## config.mk

```make
export PLATFORM = sky130hd
export DESIGN_NAME = commit_arb
export DESIGN_NICKNAME = d
export VERILOG_FILES = /design/src/muldiv_pkg.sv /design/src/commit_arb.sv
export SDC_FILE = /design/constraint.sdc
export NUM_CORES = 1
export LEC_CHECK = 0
export ABC_AREA = 1
export BUFFER_PORTS_ARGS = -buffer_cell sky130_fd_sc_hd__buf_4
export CORE_ASPECT_RATIO = 1.4
export CORE_MARGIN = 5
export CORE_UTILIZATION = 48
export CTS_CLUSTER_DIAMETER = 60
export DETAILED_ROUTE_END_ITERATION = 8
export PLACE_DENSITY = 0.86
export SYNTH_ARGS = -nofsm -noshare
export SYNTH_HDL_FRONTEND = slang
export SYNTH_SLANG_ARGS = --single-unit
```

## constraint.sdc

```tcl
create_clock -name clk -period 6.6 [get_ports clk]
set_input_delay 1.98 -clock clk [delete_from_list [all_inputs] [get_ports clk]]
set_output_delay 1.98 -clock clk [all_outputs]
set_load 0.03 [all_outputs]
```

## src/muldiv_pkg.sv

```systemverilog
package muldiv_pkg;

    localparam int XLEN        = 32;
    localparam int NUM_LANES   = 2;
    localparam int MUL_LATENCY = 3;

    // Full signed product of two 33-bit extended operands
    localparam int PROD_W = 2 * (XLEN + 1);

    typedef logic [XLEN-1:0]      xlen_t;
    typedef logic [NUM_LANES-1:0] lane_mask_t;
    typedef logic [7:0]           uuid_t;
    typedef logic [1:0]           wid_t;
    typedef logic [4:0]           reg_idx_t;

    // Bit 2 set marks the divide group
    typedef enum logic [2:0] {
        MUL    = 3'd0,
        MULH   = 3'd1,
        MULHSU = 3'd2,
        MULHU  = 3'd3,
        DIV    = 3'd4,
        DIVU   = 3'd5,
        REM    = 3'd6,
        REMU   = 3'd7
    } muldiv_op_e;

    typedef struct packed {
        uuid_t                   uuid;
        wid_t                    wid;
        lane_mask_t              tmask;
        reg_idx_t                rd;
        muldiv_op_e              op;
        xlen_t [NUM_LANES-1:0]   rs1;
        xlen_t [NUM_LANES-1:0]   rs2;
    } muldiv_req_t;

    // Request fields that ride along with the data and come back on commit
    typedef struct packed {
        uuid_t      uuid;
        wid_t       wid;
        lane_mask_t tmask;
        reg_idx_t   rd;
    } muldiv_tag_t;

    typedef struct packed {
        uuid_t                   uuid;
        wid_t                    wid;
        lane_mask_t              tmask;
        reg_idx_t                rd;
        xlen_t [NUM_LANES-1:0]   data;
    } muldiv_rsp_t;

endpackage

```

## src/commit_arb.sv

```systemverilog
module commit_arb import muldiv_pkg::*; (
    input  logic        clk,
    input  logic        rst,

    input  logic        mul_valid,
    output logic        mul_ready,
    input  muldiv_rsp_t mul_rsp,

    input  logic        div_valid,
    output logic        div_ready,
    input  muldiv_rsp_t div_rsp,

    output logic        rsp_valid,
    input  logic        rsp_ready,
    output muldiv_rsp_t rsp
);

    logic        last_div_q;
    logic        out_vld_q;
    muldiv_rsp_t out_q;
    logic        load;
    logic        grant_mul;
    logic        grant_div;

    // Register can refill in the cycle it drains
    assign load = !out_vld_q || rsp_ready;

    always_comb begin
        grant_mul = 1'b0;
        grant_div = 1'b0;
        if (load) begin
            if (mul_valid && div_valid) begin
                // Both waiting, so the loser of the last round goes first
                grant_div = !last_div_q;
                grant_mul = last_div_q;
            end else begin
                grant_mul = mul_valid;
                grant_div = div_valid;
            end
        end
    end

    assign mul_ready = grant_mul;
    assign div_ready = grant_div;
    assign rsp_valid = out_vld_q;
    assign rsp       = out_q;

    always_ff @(posedge clk) begin
        if (rst) begin
            out_vld_q  <= 1'b0;
            last_div_q <= 1'b0;
        end else begin
            if (load) begin
                out_vld_q <= grant_mul || grant_div;
            end
            if (grant_mul || grant_div) begin
                last_div_q <= grant_div;
            end
        end
    end

    always_ff @(posedge clk) begin
        if (grant_mul) begin
            out_q <= mul_rsp;
        end else if (grant_div) begin
            out_q <= div_rsp;
        end
    end

    a_one_grant: assert property (@(posedge clk) disable iff (rst)
        !(mul_ready && div_ready));

endmodule

```

# [Word level (Yosys, flattened, before mapping)]
# Cells that the tools add are included.
# Widths: inputs -> output; s select.
[classes] n_reduce_logical=6 n_mux=6
[op_table] operator="$mux 81" count=2
[op_table] operator="$mux 1" count=4
[op_table] operator="$logic_not 1->1" count=2
[op_table] operator="$logic_or 1x1->1" count=2
[op_table] operator="$reduce_bool 2->1" count=1
[op_table] operator="$logic_and 1x1->1" count=1
[word_totals] inputBits=167 output_inout_bits=84 reg_bits=83 elab_cells=20

# [Longest topological paths before layout]
[logic_depth] depth_word=5 depth_mapped=7

# [Least setup slack after synthesis]
# No wires, ideal clock.
[synth_path] path_type="input to output" start="in rsp_ready" end="out mul_ready" path_slack_ns=2.049 arrival_time_ns=2.571 required_time_ns=4.620 stages=5 path_cell_list="inv_1 -> nand2_2 -> nand3_4 -> inv_8 -> buf_12"
[synth_via] elab_chain_len=2
[synth_lines] element="start, declared" line="commit_arb.sv:14" rtl="input logic rsp_ready,"
[synth_lines] element="$logic_or 1x1->1" line="commit_arb.sv:26" rtl="assign load = !out_vld_q || rsp_ready;"
[synth_lines] element="$mux 1" line="commit_arb.sv:31" rtl="if (load) begin"
[synth_lines] element="end, declared" line="commit_arb.sv:6" rtl="output logic mul_ready,"
# Every way passes these cells.

# [Worst setup path in the final report]
# Same ends and word-level chain as after synthesis.

==> out/results.ini <==
[floorplan]
die_area_um2=11400
rows=41
core_um2=9080
dieWidth_um=91.6
ioPinCount=251
start_util_pct=49.2
die_h_um=124

[timing]
finalClockSkew_ps=3.45
fin_crit_ps=5010
finalSetupViolCount=0
grt_setup_unrepaired=false
maxSlewHeadroom_pct=30.9
drv_slew=0
setup_tns_ps=0
finalCritPeriodShare_pct=76.0
worstMarginPinSlew_ps=1040
max_freq_ghz=0.199
final_hold_viol_count=0

[routing]
vias_per_cell=4.70
avgRoutedWirePerCell_um=17.0
dr.pass1.iters=4
ant_nets=0
wirelength_mm=12.2
via_count=3378
drtIter0Drc=150
post-route-drc-count=0

[run]
maxCapViolations=0

[setup_path]
crit_path_end_kind=output port
worstSetupPathType=input pin to output port
cp_slowest_cell=inv_8
cp_num_buf_inv=4
max_stage_delay_ps=450
crit_path_cell_trace=buf_4, inv_1, nand2_2, nand3_4, inv_8, buf_4
cpMostUsedCell=buf_4
cp_max_fo=44
cp.arrival_ps=3030
cp_top_family=buffers and inverters
required_ps=4620
crit_path_start_kind=input pin
reg2reg_slack_ps=4200

[clock_network]
clk_pin_slew_ps=60
cts_max_level=3
cts_sinks=83
tritoncts=yes
root_buffer=clkbuf_16
clockBufferDepth=2
insertion_delay_ps=330
ctsResizeCount=0
cts_buffers=9
postCtsSetupBuffers=0
cts_hold_buffers=0

[logic_synthesis]
yosys_warnings=0
synth_top_area_cell=edfxtp_1
synth_top_area_share_pct=54.4
syn_nets=526
synthTopCellsByArea=edfxtp_1, nand2_4, nand2_2
ys_seq_area_share_pct=55.3
syn_area_um2=4470
synth_cells=359
synth_edf_count=81
avgSynthCellArea_um2=12.4
synth_common_cells=nand2_1, edfxtp_1, nand2_2, nand2_4
async_flop_share_pct=0
synth_ff_type=edfxtp_1
ys_seq_elements=83
ys_types=13
yosysMostFrequentCell=nand2_1

[global_route]
grt_pass1_wl_mm=18.0
grt_max_degree=82
grt_usage_pct=20.9
grt_pass1_vias=3573
grt_overflow=0
antenna_found_initial=0

[cells_and_area]
diodes=0
layout-drive-gt1-share_pct=69.7
final_cells=718
seq_area_um2=2470
area_growth_pct=47.2
fill_cells=652
nets=774
multi_input_area_um2=1760

[pwr]
powerDensity_nw_per_um2=242
vdd_ir_drop_max_v=0.000148
p_leak_uw=0.00350

[placement]
numPortBuffers=250
gp_congestion=0.826
placed_cells=703
dp_hpwl_mm=9.51

[status]
outcome=completed

[hold_path]
hp-class=flop to flop

[cell type report]
| cell class | instances | area share (%) |
|---|---|---|
| Clock buffer | 10 | 3.48 |
| Inverter | 7 | 0.533 |
| Tap cell | 107 | 2.04 |
| Multi-Input combinational cell | 253 | 26.8 |
| Timing Repair Buffer | 253 | 28.9 |
| Sequential cell | 83 | 37.6 |
| Clock inverter | 5 | 0.685 |
[sequential cells by signal, indices dropped and copies added, names as in the netlist]
name and cells:
last_div_q 1, rsp 81, rsp_valid 1
[worst paths after layout]
check                                             start  depth (start not counted)                 endpoint
worst max register to register  last_div_q$_SDFFE_PP0P_                          7        rsp[79]$_DFFE_PP_
worst min-delay path            last_div_q$_SDFFE_PP0P_                          2  last_div_q$_SDFFE_PP0P_
worst min register to register  last_div_q$_SDFFE_PP0P_                          2  last_div_q$_SDFFE_PP0P_
worst max-delay path                          rsp_ready                          6                mul_ready
[cell families after synthesis]
family	count (synthesis)	synth area share, %
flops	83	55.3
buf+inv	23	5.24
simple gates	251	39.2
compound gates	2	0.224
[per-layer routing]
layer | track usage, % | vias up | wire, um
met4 | 10.7 | 0 | 351
met5 | 0 | - | 0
met2 | 39.6 | 152 | 7010
li1 | - | 1643 | -
met1 | 21.1 | 1559 | 3960
met3 | 5.32 | 24 | 853
[report_power, final]
group          switching (uW)  internal (uW)
combinational             270            178
clock                     188            286
sequential               16.1            653
[stage by stage]
| stage | hold slack [ps] | area (um2) | utilization [%] | setup WS [ps] | power (uW) |
|---|---|---|---|---|---|
| floorplan | 447 | 4470 | - | 2050 | 941 |
| global placement | 460 | 6300 | 69.4 | 1580 | 1120 |
| detailed placement | 478 | 6300 | 69.4 | 1570 | 1130 |
| CTS | 484 | 6580 | 72.4 | 1560 | 1610 |
| global route | 507 | 6580 | 72.4 | 1510 | 1650 |
| finish | 481 | 6580 | 72.4 | 1590 | 1590 |
[worst register-to-register path, delay by kind of cell (launching register included)]
family | cells | cell delay [ps]
buffers and inverters | 3 | 1490
AND/OR/NAND/NOR | 4 | 420
flip-flops | 1 | 350
[layout by cell type, fill, tap and decap left out]
cell type,n
o21ai_1,1
clkinv_1,4
clkinv_2,1
bufinv_16,1
inv_1,5
edfxtp_1,81
nand2_4,79
dfxtp_1,2
nand3_4,1
nand2_2,81
clkbuf_1,1
nand3_1,1
buf_4,253
a21oi_1,1
clkbuf_16,9
nand2_1,89
inv_8,1
(Power assumes the default switching activity.)
