==> config.mk <==
export PLATFORM = sky130hd
export DESIGN_NAME = div_serial
export DESIGN_NICKNAME = d
export VERILOG_FILES = /design/src/muldiv_pkg.sv /design/src/div_serial.sv
export SDC_FILE = /design/constraint.sdc
export NUM_CORES = 1
export LEC_CHECK = 0
export BUFFER_PORTS_ARGS = -buffer_cell sky130_fd_sc_hd__buf_4
export CAP_MARGIN = 20
export CORE_MARGIN = 1.5
export CORE_UTILIZATION = 41
export DETAILED_ROUTE_END_ITERATION = 7
export PLACE_DENSITY = 0.6
export SLEW_MARGIN = 20
export SYNTH_ARGS = -nofsm -noshare
export SYNTH_HDL_FRONTEND = slang
export SYNTH_SLANG_ARGS = --single-unit
==> constraint.sdc <==
create_clock -name clk -period 6.9 [get_ports clk]
set_clock_uncertainty 0.1 [all_clocks]
set_input_delay 0.345 -clock clk [delete_from_list [all_inputs] [get_ports clk]]
set_output_delay 0.345 -clock clk [all_outputs]
set_load 0.03 [all_outputs]
==> src/muldiv_pkg.sv <==
package muldiv_pkg;

    localparam int XLEN        = 32;
    localparam int NUM_LANES   = 2;
    localparam int MUL_LATENCY = 3;

    // Full signed product of two 33-bit extended operands
    localparam int PROD_W = 2 * (XLEN + 1);

    typedef logic [XLEN-1:0]      xlen_t;
    typedef logic [NUM_LANES-1:0] lane_mask_t;
    typedef logic [7:0]           uuid_t;
    typedef logic [1:0]           wid_t;
    typedef logic [4:0]           reg_idx_t;

    // Bit 2 set marks the divide group
    typedef enum logic [2:0] {
        MUL    = 3'd0,
        MULH   = 3'd1,
        MULHSU = 3'd2,
        MULHU  = 3'd3,
        DIV    = 3'd4,
        DIVU   = 3'd5,
        REM    = 3'd6,
        REMU   = 3'd7
    } muldiv_op_e;

    typedef struct packed {
        uuid_t                   uuid;
        wid_t                    wid;
        lane_mask_t              tmask;
        reg_idx_t                rd;
        muldiv_op_e              op;
        xlen_t [NUM_LANES-1:0]   rs1;
        xlen_t [NUM_LANES-1:0]   rs2;
    } muldiv_req_t;

    // Request fields that ride along with the data and come back on commit
    typedef struct packed {
        uuid_t      uuid;
        wid_t       wid;
        lane_mask_t tmask;
        reg_idx_t   rd;
    } muldiv_tag_t;

    typedef struct packed {
        uuid_t                   uuid;
        wid_t                    wid;
        lane_mask_t              tmask;
        reg_idx_t                rd;
        xlen_t [NUM_LANES-1:0]   data;
    } muldiv_rsp_t;

endpackage

==> src/div_serial.sv <==
module div_serial import muldiv_pkg::*; (
    input  logic        clk,
    input  logic        rst,

    input  logic        in_valid,
    output logic        in_ready,
    input  muldiv_req_t req,

    output logic        out_valid,
    input  logic        out_ready,
    output muldiv_rsp_t rsp
);

    typedef enum logic [1:0] {
        IDLE,
        RUN,
        DONE
    } state_e;

    state_e                state_q;
    logic [4:0]            cnt_q;
    muldiv_tag_t           tag_q;
    logic                  is_rem_q;
    xlen_t [NUM_LANES-1:0] rem_q;
    xlen_t [NUM_LANES-1:0] quo_q;
    xlen_t [NUM_LANES-1:0] dvs_q;
    logic [NUM_LANES-1:0]  neg_quo_q;
    logic [NUM_LANES-1:0]  neg_rem_q;

    logic                  op_signed;
    logic                  accept;
    xlen_t [NUM_LANES-1:0] abs_a;
    xlen_t [NUM_LANES-1:0] abs_b;
    logic [NUM_LANES-1:0]  neg_quo_in;
    logic [NUM_LANES-1:0]  neg_rem_in;
    xlen_t [NUM_LANES-1:0] rem_nxt;
    xlen_t [NUM_LANES-1:0] quo_nxt;
    xlen_t [NUM_LANES-1:0] result;

    assign in_ready  = (state_q == IDLE);
    assign out_valid = (state_q == DONE);
    assign accept    = in_valid && in_ready;
    assign op_signed = req.op inside {DIV, REM};

    for (genvar i = 0; i < NUM_LANES; i++) begin : g_lane
        logic            a_neg;
        logic            b_neg;
        logic [XLEN:0]   partial;
        logic [XLEN:0]   diff;
        xlen_t           quo_fix;
        xlen_t           rem_fix;

        assign a_neg    = op_signed && req.rs1[i][XLEN-1];
        assign b_neg    = op_signed && req.rs2[i][XLEN-1];
        assign abs_a[i] = a_neg ? -req.rs1[i] : req.rs1[i];
        assign abs_b[i] = b_neg ? -req.rs2[i] : req.rs2[i];

        // A zero divisor must leave the all-ones quotient unsigned.
        // Overflow needs no special case since |MIN| / 1 already gives MIN and 0
        assign neg_quo_in[i] = (a_neg ^ b_neg) && (req.rs2[i] != '0);
        assign neg_rem_in[i] = a_neg;

        // One restoring step, shifting the next dividend bit in from the quotient
        assign partial    = {rem_q[i], quo_q[i][XLEN-1]};
        assign diff       = partial - {1'b0, dvs_q[i]};
        assign rem_nxt[i] = diff[XLEN] ? partial[XLEN-1:0] : diff[XLEN-1:0];
        assign quo_nxt[i] = {quo_q[i][XLEN-2:0], !diff[XLEN]};

        assign quo_fix   = neg_quo_q[i] ? -quo_q[i] : quo_q[i];
        assign rem_fix   = neg_rem_q[i] ? -rem_q[i] : rem_q[i];
        assign result[i] = is_rem_q ? rem_fix : quo_fix;
    end

    always_ff @(posedge clk) begin
        if (rst) begin
            state_q <= IDLE;
            cnt_q   <= '0;
        end else begin
            case (state_q)
                IDLE: begin
                    if (in_valid) begin
                        state_q <= RUN;
                    end
                    cnt_q <= '0;
                end
                RUN: begin
                    cnt_q <= cnt_q + 5'd1;
                    if (cnt_q == 5'd31) begin
                        state_q <= DONE;
                    end
                end
                DONE: begin
                    if (out_ready) begin
                        state_q <= IDLE;
                    end
                end
                default: state_q <= IDLE;
            endcase
        end
    end

    always_ff @(posedge clk) begin
        if (accept) begin
            tag_q     <= '{uuid: req.uuid, wid: req.wid, tmask: req.tmask, rd: req.rd};
            is_rem_q  <= req.op inside {REM, REMU};
            rem_q     <= '0;
            quo_q     <= abs_a;
            dvs_q     <= abs_b;
            neg_quo_q <= neg_quo_in;
            neg_rem_q <= neg_rem_in;
        end else if (state_q == RUN) begin
            rem_q <= rem_nxt;
            quo_q <= quo_nxt;
        end
    end

    always_comb begin
        rsp.uuid  = tag_q.uuid;
        rsp.wid   = tag_q.wid;
        rsp.tmask = tag_q.tmask;
        rsp.rd    = tag_q.rd;
        rsp.data  = result;
    end

    // A result appears exactly 33 cycles after its request is taken
    a_result_latency: assert property (@(posedge clk) disable iff (rst)
        $rose(out_valid) |-> $past(accept, 33));

    a_cnt_range: assert property (@(posedge clk) disable iff (rst)
        (state_q != RUN) |-> (cnt_q == '0));

endmodule

Yosys cells after proc, flatten, opt, wreduce, memory -nomap -nowiden
Index checks and enable logic that the tools add are counted.

Word-level logic and storage cells: 73. Register bits: 221. Bits in read-only memories: 0. Bits in latches: 0. Memories kept: 0. RAM bits: 0.

Add/sub/neg operators: 11. Mux-type cells: 19. Reductions and logical operators: 17. Divide/modulo/power cells: 0. Bitwise gates (word level): 2. Shift operators: 0. Equal/unequal tests: 9. Magnitude comparators: 0. Multipliers: 0.

Operator list (number): two-way mux 32 bit (12); negation 32 bit (8); two-way mux 64 bit (2); subtractor 33 x 32 -> 33 bit (2); nonzero test 32 bit (2); case mux 5 bit (2 select lines) (1); equality test 3 bit (second input constant) (3); nonzero test 2 bit (4); logical AND 1 bit (7); two-way mux 2 bit (3); case mux 2 bit (3 select lines) (1); adder 5 x 1 -> 5 bit (second input constant) (1); equality test 5 bit (second input constant) (1); != test 2 bit (second input constant) (2); AND reduction 3 bit (1); equality test 2 x 1 -> 1 bit (second input constant) (1); equality test 2 bit (second input constant) (1); zero test 1 bit (2); zero test 2 bit (1); != test 2 x 1 -> 1 bit (second input constant) (1); XOR 1 bit (2).

Longest topological paths before layout
Depth in word-level cells: 5. Gate-level depth with buffers: 15. Mapped depth without buffers: 13.

Worst setup path before layout
No wires, ideal clock.

Kind: flip-flop to flip-flop. Start: reg state_q[1]. End: reg quo_q, in the netlist quo_nxt[1], data pin. Path slack: 2103 ps. Cell stages (with the launch flop): 8. Path buffers: 3. Setup time: 391 ps. Arrival time: 4307 ps. Cell sequence: dfxtp_1 clkbuf_1 nor2_1 nand2_1 clkbuf_1 inv_1 clkbuf_1 o21ai_0.

Longest elaborated chain between the ends: 3.

RTL lines: start: declaration (RTL line div_serial.sv:20) `state_e state_q;`; start signal: assignment (RTL line div_serial.sv:76) `state_q <= IDLE;`; start signal: assignment (RTL line div_serial.sv:82) `state_q <= RUN;`; start signal: assignment (RTL line div_serial.sv:89) `state_q <= DONE;`; zero test 2 bit (RTL line div_serial.sv:40) `assign in_ready = (state_q == IDLE);`; named net in_ready (RTL line div_serial.sv:6) `output logic in_ready,`; logical AND 1 bit (RTL line div_serial.sv:42) `assign accept = in_valid && in_ready;`; named net accept (RTL line div_serial.sv:31) `logic accept;`; two-way mux 64 bit (RTL line div_serial.sv:103) `if (accept) begin`; end signal: assignment (RTL line div_serial.sv:107) `quo_q <= abs_a;`; end signal: assignment (RTL line div_serial.sv:113) `quo_q <= quo_nxt;`; end: declaration (RTL line div_serial.sv:25) `xlen_t [NUM_LANES-1:0] quo_q;`.

The timed path passes the listed nets, and every way through them passes these cells. A chain may end at the register's enable or synchronous reset.

==> flow_summary.toml <==
[status]
status = "finished, final reports clean"

[synthesis]
yosysWarningCount = 0
synth-seq-area-share_pct = 34.3
synth_fp_nets = 2264
synth_flop_cell = "edfxtp_1"
yosys.area.top_type = "edfxtp_1"
synthTopCellsByArea = "edfxtp_1 (26%), dfxtp_1 (8.2%), xnor2_1 (8.1%)"
syn_avg_cell_area_um2 = 8.48
yosysMostFrequentCell = "nand2_1"
ys_ff_latch = 221
async_flop_share_pct = 0
synth_cells = 2036
netlist.area_leader.share_pct = 26.1
syn_area_mm2 = 0.0173
synth.distinct_cells = 72
synthTopCellsByCount = "nand2_1 (251), o21ai_0 (217), xnor2_1 (159)"
synth_edf_count = 150

[critical_path]
slowest_stage = "or4_4"
worst_setup_path_start_kind = "flop"
crit_arrival_ns = 4.19
path_common_cell = "or4_4"
crit_path_max_incr_delay_ns = 0.60
end_kind = "output pin"
rrSetupSlack_ns = 2.79
crit_fanout = 8
critical-path-top-delay-family = "simple AND/OR/NAND/NOR gates"
critPathKind = "flop to output pin"
critPathRequiredTime_ns = 6.45
crit_chain = "or4_4 > nor4_2 > or3b_1 > or4_4 > or4_4 > o41ai_2 > xor2_1 > a21oi_1 > buf_4"
crit_buf_inv = 1

[cts]
clock-sinks = 221
clkLatencyLatePin_ns = 0.57
cts_resized = 0
htreeDepth = 1
numCtsBuffers = 28
clk_pin_slew_ns = 0.06
clk_path_buf_depth = 3
cts-root-buf = "clkbuf_16"
cts_tree = "built"

[floorplan]
rows = 75
io_pins = 235
coreArea_mm2 = 0.0418
die_y_um = 208
start_util_pct = 41.4
die_x_um = 208
dieArea_mm2 = 0.0434

[timing]
tns_ns = 0
fmaxAchievable_mhz = 216
finalSetupViolCount = 0
max-slew-margin-rel_pct = 31.9
rsz0062_at_grt = "false"
drv_slew = 0
fin_crit_sh_pct = 67.1
worst_pin_slew_ns = 1.02
finalCriticalPeriod_ns = 4.63
hold_viol_final = 0

[grt]
grt-busiest-layer = "met1"
grt_usage_pct = 23.0
met3_usage_pct = 3.38
gr-total-overflow = 0
grt_max_degree = 126
antenna_found_initial = 0
use_met1_pct = 34.0
grt_pass1_wl_mm = 80.6
grt_pass1_vias = 14900
grtUsageMet2_pct = 33.7

[placement]
gp_congestion = 0.933
port_buffers = 234
dp_hpwl_mm = 38.4

[power_and_ir_drop]
p_int_mw = 3.82
power.total_mw = 6.64
swShare_pct = 42.4
power_frac_comb_pct = 48.3
p_sw_mw = 2.81
pwr-share-seq_pct = 29.0
power.share.clock_pct = 22.7
ir_drop_mv = 0.265
cellLeakagePower_nw = 8.61
p_per_area_mw_per_mm2 = 316

[drt]
initialDrtViolationCount = 1102
vias = 15600
drt_pre_antenna_iters = 5
wl_per_cell_um = 18.0
wl_mm = 51.3
drc = 0
antenna_left = 0
vias_per_cell = 5.49

[worst_hold_path]
hold_class = "primary input to flop"

[final_layout]
layout.nets = 2512
diodes = 0
synthToLayoutAreaGrowth_pct = 21.6
drive_gt1_share_pct = 14.4

[run]
maxCapViolations = 0
==> state kept, by name (all words and copies together) (netlist names), 2 cells and up <==
register and count:
state_q 2, dvs_q 64, neg_rem_q 2, quo_nxt 62, rsp 17, neg_quo_q 2, g_lane.partial 66, cnt_q 5
==> layout by cell type, fill, tap and decap left out, types with 71 or more instances in the layout <==
cell	count
buf_4	245
inv_1	109
o21ai_0	217
dfxtp_1	71
edfxtp_1	150
xnor2_1	158
nand2_1	250
a21oi_1	139
nor2_1	129
ha_1	74
xor2_1	129
==> cell families after synthesis <==
group / share of synthesized area (%)
AOI/OAI and AO/OA: 20.6
buffers and inverters: 4.30
xor gates and xnor gates: 14.7
and+or+nand+nor: 17.3
muxes: 3.27
DFF: 34.3
adders and majority gates: 5.59
==> worst register-to-register path, cell delays in order, from the launching register on <==
cell and delay [ns]:
edfxtp_1 0.36, inv_1 0.11, ha_1 0.19, fa_1 0.21
nand2b_1 0.15, a21oi_1 0.10, or3_1 0.41, a21oi_1 0.32
a31oi_1 0.21, nor4_1 0.38, o21ai_1 0.27, xor2_2 0.43
buf_4 0.39, mux2i_1 0.24, o21ai_0 0.09
==> area by class of cell <==
type / count / area, um2
fill: 3984 / 20700
multi-input combinational: 1621 / 10600
sequential: 221 / 5930
timing repair buffer: 301 / 2400
clock buffer: 37 / 801
tap: 539 / 674
inverter: 111 / 419
clock inverter: 15 / 148
==> repair_timing <==
item                      CTS  global route
hold endpoints to repair   59             0
hold buffers               54             0
buffers inserted            0             0
==> per-stage QoR <==
| step | cells | setup WS (ns) | hold slack (ns) | utilization, % | instance area [um2] |
|---|---|---|---|---|---|
| after floorplan | 2036 | 2.10 | 0.314 | - | 17300 |
| after global placement | 2738 | 2.65 | 0.384 | 46.7 | 19500 |
| after detailed placement | 2738 | 2.62 | 0.410 | 46.7 | 19500 |
| after CTS | 2844 | 2.31 | 0.000371 | 50.3 | 21000 |
| after global routing | 2845 | 2.07 | 0.00652 | 50.3 | 21000 |
| final | 2845 | 2.27 | 0.0158 | 50.3 | 21000 |
==> final timing paths <==
kind	depth (start not counted)	startpoint	to
max	9	g_lane[1].partial[7]	rsp[62]
min	2	req[54]	dvs_q[54]
max reg2reg	14	g_lane[0].partial[0]	g_lane[0].partial[25]
min reg2reg	2	cnt_q[0]	cnt_q[0]
==> power groups by stage <==
stage          clock network [mW]  registers [mW]  logic (mW)
6_report                     1.50            1.93        3.21
5_1_grt                      1.58            1.95        3.52
4_1_cts                      1.54            1.92        3.19
3_5_place_dp                    0            1.94        3.14
3_3_place_gp                    0            1.93        3.12
2_1_floorplan                   0            1.84        2.30
==> routing by layer <==
metal / wire [um] / vias to the layer above
li1: - / 7824
met5: 0 / -
met4: 1730 / 0
met1: 25500 / 7320
met3: 2710 / 86
met2: 21400 / 379
Power figures use the tool's default switching activity.
